<file path="config.mk">
export PLATFORM = sky130hd
export DESIGN_NAME = bram_req_decode
export DESIGN_NICKNAME = d
export VERILOG_FILES = /design/src/rtl/boot_ram_pkg.sv /design/src/rtl/bram_req_decode.sv
export SDC_FILE = /design/constraint.sdc
export NUM_CORES = 1
export LEC_CHECK = 0
export ABC_CLOCK_PERIOD_IN_PS = 800
export BUFFER_PORTS_ARGS = -buffer_cell sky130_fd_sc_hd__buf_2
export CORE_AREA = 2 2 98 100
export DETAILED_ROUTE_END_ITERATION = 10
export DIE_AREA = 0 0 100 102
export GPL_ROUTABILITY_DRIVEN = 0
export PLACE_DENSITY = 0.6
export SLEW_MARGIN = 25
export SYNTH_ARGS = -nofsm -noshare
export SYNTH_HDL_FRONTEND = slang
export SYNTH_SLANG_ARGS = --single-unit
export TNS_END_PERCENT = 100
</file>
<file path="constraint.sdc">
create_clock -name vclk -period 0.8
set_input_delay 0.08 -clock vclk [all_inputs]
set_output_delay 0.08 -clock vclk [all_outputs]
set_load 0.1 [all_outputs]
</file>
<file path="src/rtl/boot_ram_pkg.sv">
// Widths and request structs shared by the boot RAM blocks and compiled ahead of them
package boot_ram_pkg;

   //////////////////////////////
   // Port and line geometry
   //////////////////////////////

   localparam int WORD_BITS = 64;    // Access port
   localparam int LINE_BITS = 128;   // Storage line

   localparam int WORD_BYTES = WORD_BITS / 8;
   localparam int LINE_BYTES = LINE_BITS / 8;

   // Word lanes per line
   localparam int WORD_LANES = LINE_BITS / WORD_BITS;

   localparam int OFFSET_BITS = $clog2(WORD_BYTES);   // Byte inside a word
   localparam int LANE_BITS   = $clog2(WORD_LANES);   // Word inside a line

   // Byte address field, 64 KB ceiling
   localparam int MAX_ADDR_BITS = 16;

   //////////////////////////////
   // Request structs
   //////////////////////////////

   // One access on the 64-bit word port
   typedef struct packed {
      logic                     en;      // Access strobe
      logic [WORD_BYTES-1:0]    we;      // Byte write enables
      logic [MAX_ADDR_BITS-1:0] addr;    // Byte address
      logic [WORD_BITS-1:0]     wdata;
   } word_req_t;

   // Same access seen from the 128-bit line array
   typedef struct packed {
      logic                     en;
      logic [MAX_ADDR_BITS-1:0] block;        // Line index
      logic [LANE_BITS-1:0]     lane;         // Word lane in the line
      logic [LINE_BYTES-1:0]    we_line;      // Mask already in lane position
      logic [LINE_BITS-1:0]     wdata_line;   // Write word in every lane
   } line_req_t;

endpackage

</file>
<file path="src/rtl/bram_req_decode.sv">
// Input side of the boot RAM that maps a 64-bit word access onto a 128-bit line request
`timescale 1ns/1ps

module bram_req_decode
#(
   parameter int ADDR_BITS = 12
)
(
   input  logic                    i_etx_clk,
   input  logic                    i_rst,
   input  boot_ram_pkg::word_req_t i_req,
   output boot_ram_pkg::line_req_t o_line_req
);

   // Address bits that land inside the memory
   localparam logic [boot_ram_pkg::MAX_ADDR_BITS-1:0] ADDR_MASK =
      ~({boot_ram_pkg::MAX_ADDR_BITS{1'b1}} << ADDR_BITS);

   // Line index starts above lane and byte offset
   localparam int BLOCK_SHIFT = boot_ram_pkg::LANE_BITS + boot_ram_pkg::OFFSET_BITS;

   logic [boot_ram_pkg::MAX_ADDR_BITS-1:0] addr_in;   // Wrapped byte address
   logic [boot_ram_pkg::LANE_BITS-1:0]     lane;
   logic [boot_ram_pkg::LINE_BYTES-1:0]    we_line;

   //////////////////////////////
   // Address split
   //////////////////////////////

   assign addr_in = i_req.addr & ADDR_MASK;
   assign lane    = addr_in[boot_ram_pkg::OFFSET_BITS +: boot_ram_pkg::LANE_BITS];

   //////////////////////////////
   // Byte mask and data steering
   //////////////////////////////

   // Word mask goes to the addressed lane only
   always_comb
   begin
      we_line = '0;
      for (int l = 0; l < boot_ram_pkg::WORD_LANES; l++)
      begin
         if (int'(lane) == l)
         begin
            we_line[l*boot_ram_pkg::WORD_BYTES +: boot_ram_pkg::WORD_BYTES] = i_req.we;
         end
      end
   end

   always_comb
   begin
      o_line_req.en         = i_req.en;
      o_line_req.block      = addr_in >> BLOCK_SHIFT;
      o_line_req.lane       = lane;
      o_line_req.we_line    = we_line;
      // Same word in every lane, the mask picks the one written
      o_line_req.wdata_line = {boot_ram_pkg::WORD_LANES{i_req.wdata}};
   end

   //////////////////////////////
   // Range guard
   //////////////////////////////

   // Bits above the memory size are dropped and the access wraps
   a_addr_range: assert property (
      @(posedge i_etx_clk) disable iff (i_rst)
      i_req.en |-> ((i_req.addr & ~ADDR_MASK) == '0)
   )
   else
   begin
      $warning("Access at %h wraps beyond %0d address bits",
               $sampled(i_req.addr), ADDR_BITS);
   end

endmodule

</file>
### After elaboration in Yosys (flattened, before gate mapping)

Cells that the tools add are included.

| word-level totals | value |
|---|---|
| output and inout bits | 162 |
| word-level logic and storage cells | 2 |
| flip-flop bits (word level) | 0 |

| operators by class | value |
|---|---|
| multiplexer cells | 2 |

Operator list:

| kind | number |
|---|---|
| 2-to-1 mux 8 bit | 2 |

### Depth between registers and ports, before layout

| logic depth | value |
|---|---|
| depth after elaboration | 1 |
| depth in mapped cells | 2 |
| depth with buffers taken out | 1 |

### Worst setup path before layout

OpenSTA, ideal clock, no wires.

| timing | value |
|---|---|
| path kind | in2out |
| start point | input i_req[67] (netlist name) |
| end point | output o_line_req[133] (netlist name) |
| path buffers | 1 |
| setup slack | -801 ps |
| required time | 720 ps |
| arrival time | 1521 ps |
| stages | 2 |
| path through | buf_6 nor2b_1 |

RTL lines:

| what | RTL line | RTL |
|---|---|---|
| start: declaration | bram_req_decode.sv:11 | `input boot_ram_pkg::word_req_t i_req,` |
| end: declaration | bram_req_decode.sv:12 | `output boot_ram_pkg::line_req_t o_line_req` |

==> out/qor.yml <==
status:
  status: "complete, no violations"
synth:
  ys_top_cells_by_count: "buf_4 (146), and2_1 (8), and2b_1 (6)"
  yosysSeqAreaShare_pct: 0
  avgSynthCellArea_sq_um: 7.43
  syn-instance-count: 164
  yosysTopAreaCellShare_pct: 89.9
  synth.most_common_cell: "buf_4"
  ys_warn_count: 0
  post-synth-top-area-cell: "buf_4"
  synth.area.top_cells: "buf_4 (90%), and2_1 (4.1%), and2b_1 (3.7%), nor2b_1 (1.0%), buf_6 (0.92%)"
  netlist_area_sq_um: 1220
  ys_types: 6
timing:
  final-setup-viol-count: 0
  rsz0062_at_grt: "false"
  finalHoldViolCount: 0
  max_freq_mhz: 1350
  slew_violations: 0
  fin_ws_ps: 61.0
  fin_crit_sh_pct: 92.4
  period_needed_ps: 739
global_route:
  grt_pass1_wl_um: 2840
  grt_start_max_net_pins: 18
  grt_pass1_vias: 408
  track_usage_pct: 3.82
  gr-total-overflow: 0
  antenna_found_initial: 0
detailed_routing:
  avgViaCountPerCell: 2.44
  drtPass1Iterations: 2
  top_layer_used: "met4"
  wl_met3_um: 915
  wl_met2_um: 990
  wl_met1_um: 145
  antenna_left: 0
  drtIter0Drc: 5
  wl_per_cell_um: 14.9
  route.detailed.drc: 0
  wl_um: 2420
  num_vias: 396
floorplan:
  die_w_um: 100
  die_h_um: 102
  core_sq_um: 9110
  fp.dieArea_sq_um: 10200
  rows: 35
  start_util_pct: 13.4
  pin_count: 253
power_and_ir_drop:
  irDropWorstVdd_mv: 0.177
  p_per_area_nw_per_um2: 1140
  p_leak_nw: 0.280
final_layout:
  design_area_sq_um: 694
  layout-drive-gt1-share_pct: 84.3
  fin_nets: 144
  multiInputGateArea_sq_um: 160
  design.seq.count: 0
  layout.area.seq_sq_um: 0
  fillers: 1056
  antenna_cells: 0
  clkbuf_count: 0
  area_growth_pct: -43.0
critical_path:
  worstPathRequired_ps: 720
  worstSetupEndpointType: "primary output"
  slowest_delay_ps: 250
  cp.arrival_ps: 660
  worstPathMaxFanout: 17
  crit_type: "in2out"
  cpMaxStageDelayCell: "and2b_2"
  startpoint_type: "primary input"
  crit_chain: "buf_4 > and2b_2 > buf_12"
placement:
  post-place-ws_ps: -37.1
  io_buffers: 26
  postPlaceCellArea_sq_um: 692
cts:
  hold_buffers: 0
min_path:
  worstHoldPathType: "in2out"
run:
  cap_violations: 0
==> layout by cell type (no fill, tap or decap) <==
cell type / n
buf_4: 2
buf_12: 17
and2_2: 8
nor2b_2: 2
and2b_2: 6
buf_2: 8
conb_1: 8
==> critical path: cells and delay by family <==
family                 cells  cell delay [ps]
buffers and inverters      2              320
AND/OR/NAND/NOR            1              250
==> where the power goes <==
group / internal [mW] / switching, mW / total, mW
registers: 0 / 0 / 0
logic: 0.223 / 0.570 / 0.793
clock network: 0 / 0 / 0
==> path summary, 6_finish.rpt <==
| kind | startpoint | endpoint | slack (ps) | depth (start not counted) |
|---|---|---|---|---|
| max | i_req[67] | o_line_req[132] | 60 | 3 |
| min | i_req[69] | o_line_req[146] | 160 | 0 |
==> per-stage QoR <==
stage | TNS, ps | utilization (%) | cells | total power [mW] | hold slack (ps)
2_1_floorplan | -551 | - | 171 | 3.82 | 372
3_3_place_gp | -66.1 | 7.60 | 162 | 0.793 | 161
3_5_place_dp | -194 | 7.60 | 162 | 0.796 | 161
4_1_cts | 0 | 7.62 | 162 | 0.798 | 161
5_1_grt | 0 | 7.62 | 162 | 0.813 | 160
6_report | 0 | 7.62 | 162 | 0.793 | 160
==> what timing repair did <==
| action | in CTS | in global routing |
|---|---|---|
| resized for setup | 1 | 0 |
| setup buffers | 0 | 0 |
| endpoints found under the setup margin | 6 | 0 |
==> area by class of cell <==
| class | instances | share of cell area [%] |
|---|---|---|
| Tap cell | 111 | 20.0 |
| Multi-Input combinational cell | 24 | 23.1 |
| Timing Repair Buffer | 27 | 56.9 |
==> per-layer routing <==
metal / vias to the layer above / GRT usage, %
met2: 115 / 5.82
met3: 47 / 6.02
li1: 111 / -
met4: 0 / 6.01
met1: 123 / 0.409
met5: - / 0
==> cell families (layout without fill, tap and decap cells) <==
kind of cell | count (synthesis) | count (layout) | synth area share, %
buffers and inverters | 147 | 27 | 90.9
AND/OR/NAND/NOR | 16 | 16 | 8.83
other | 1 | 8 | 0.308
No activity file was read; power rests on OpenSTA's default activity.
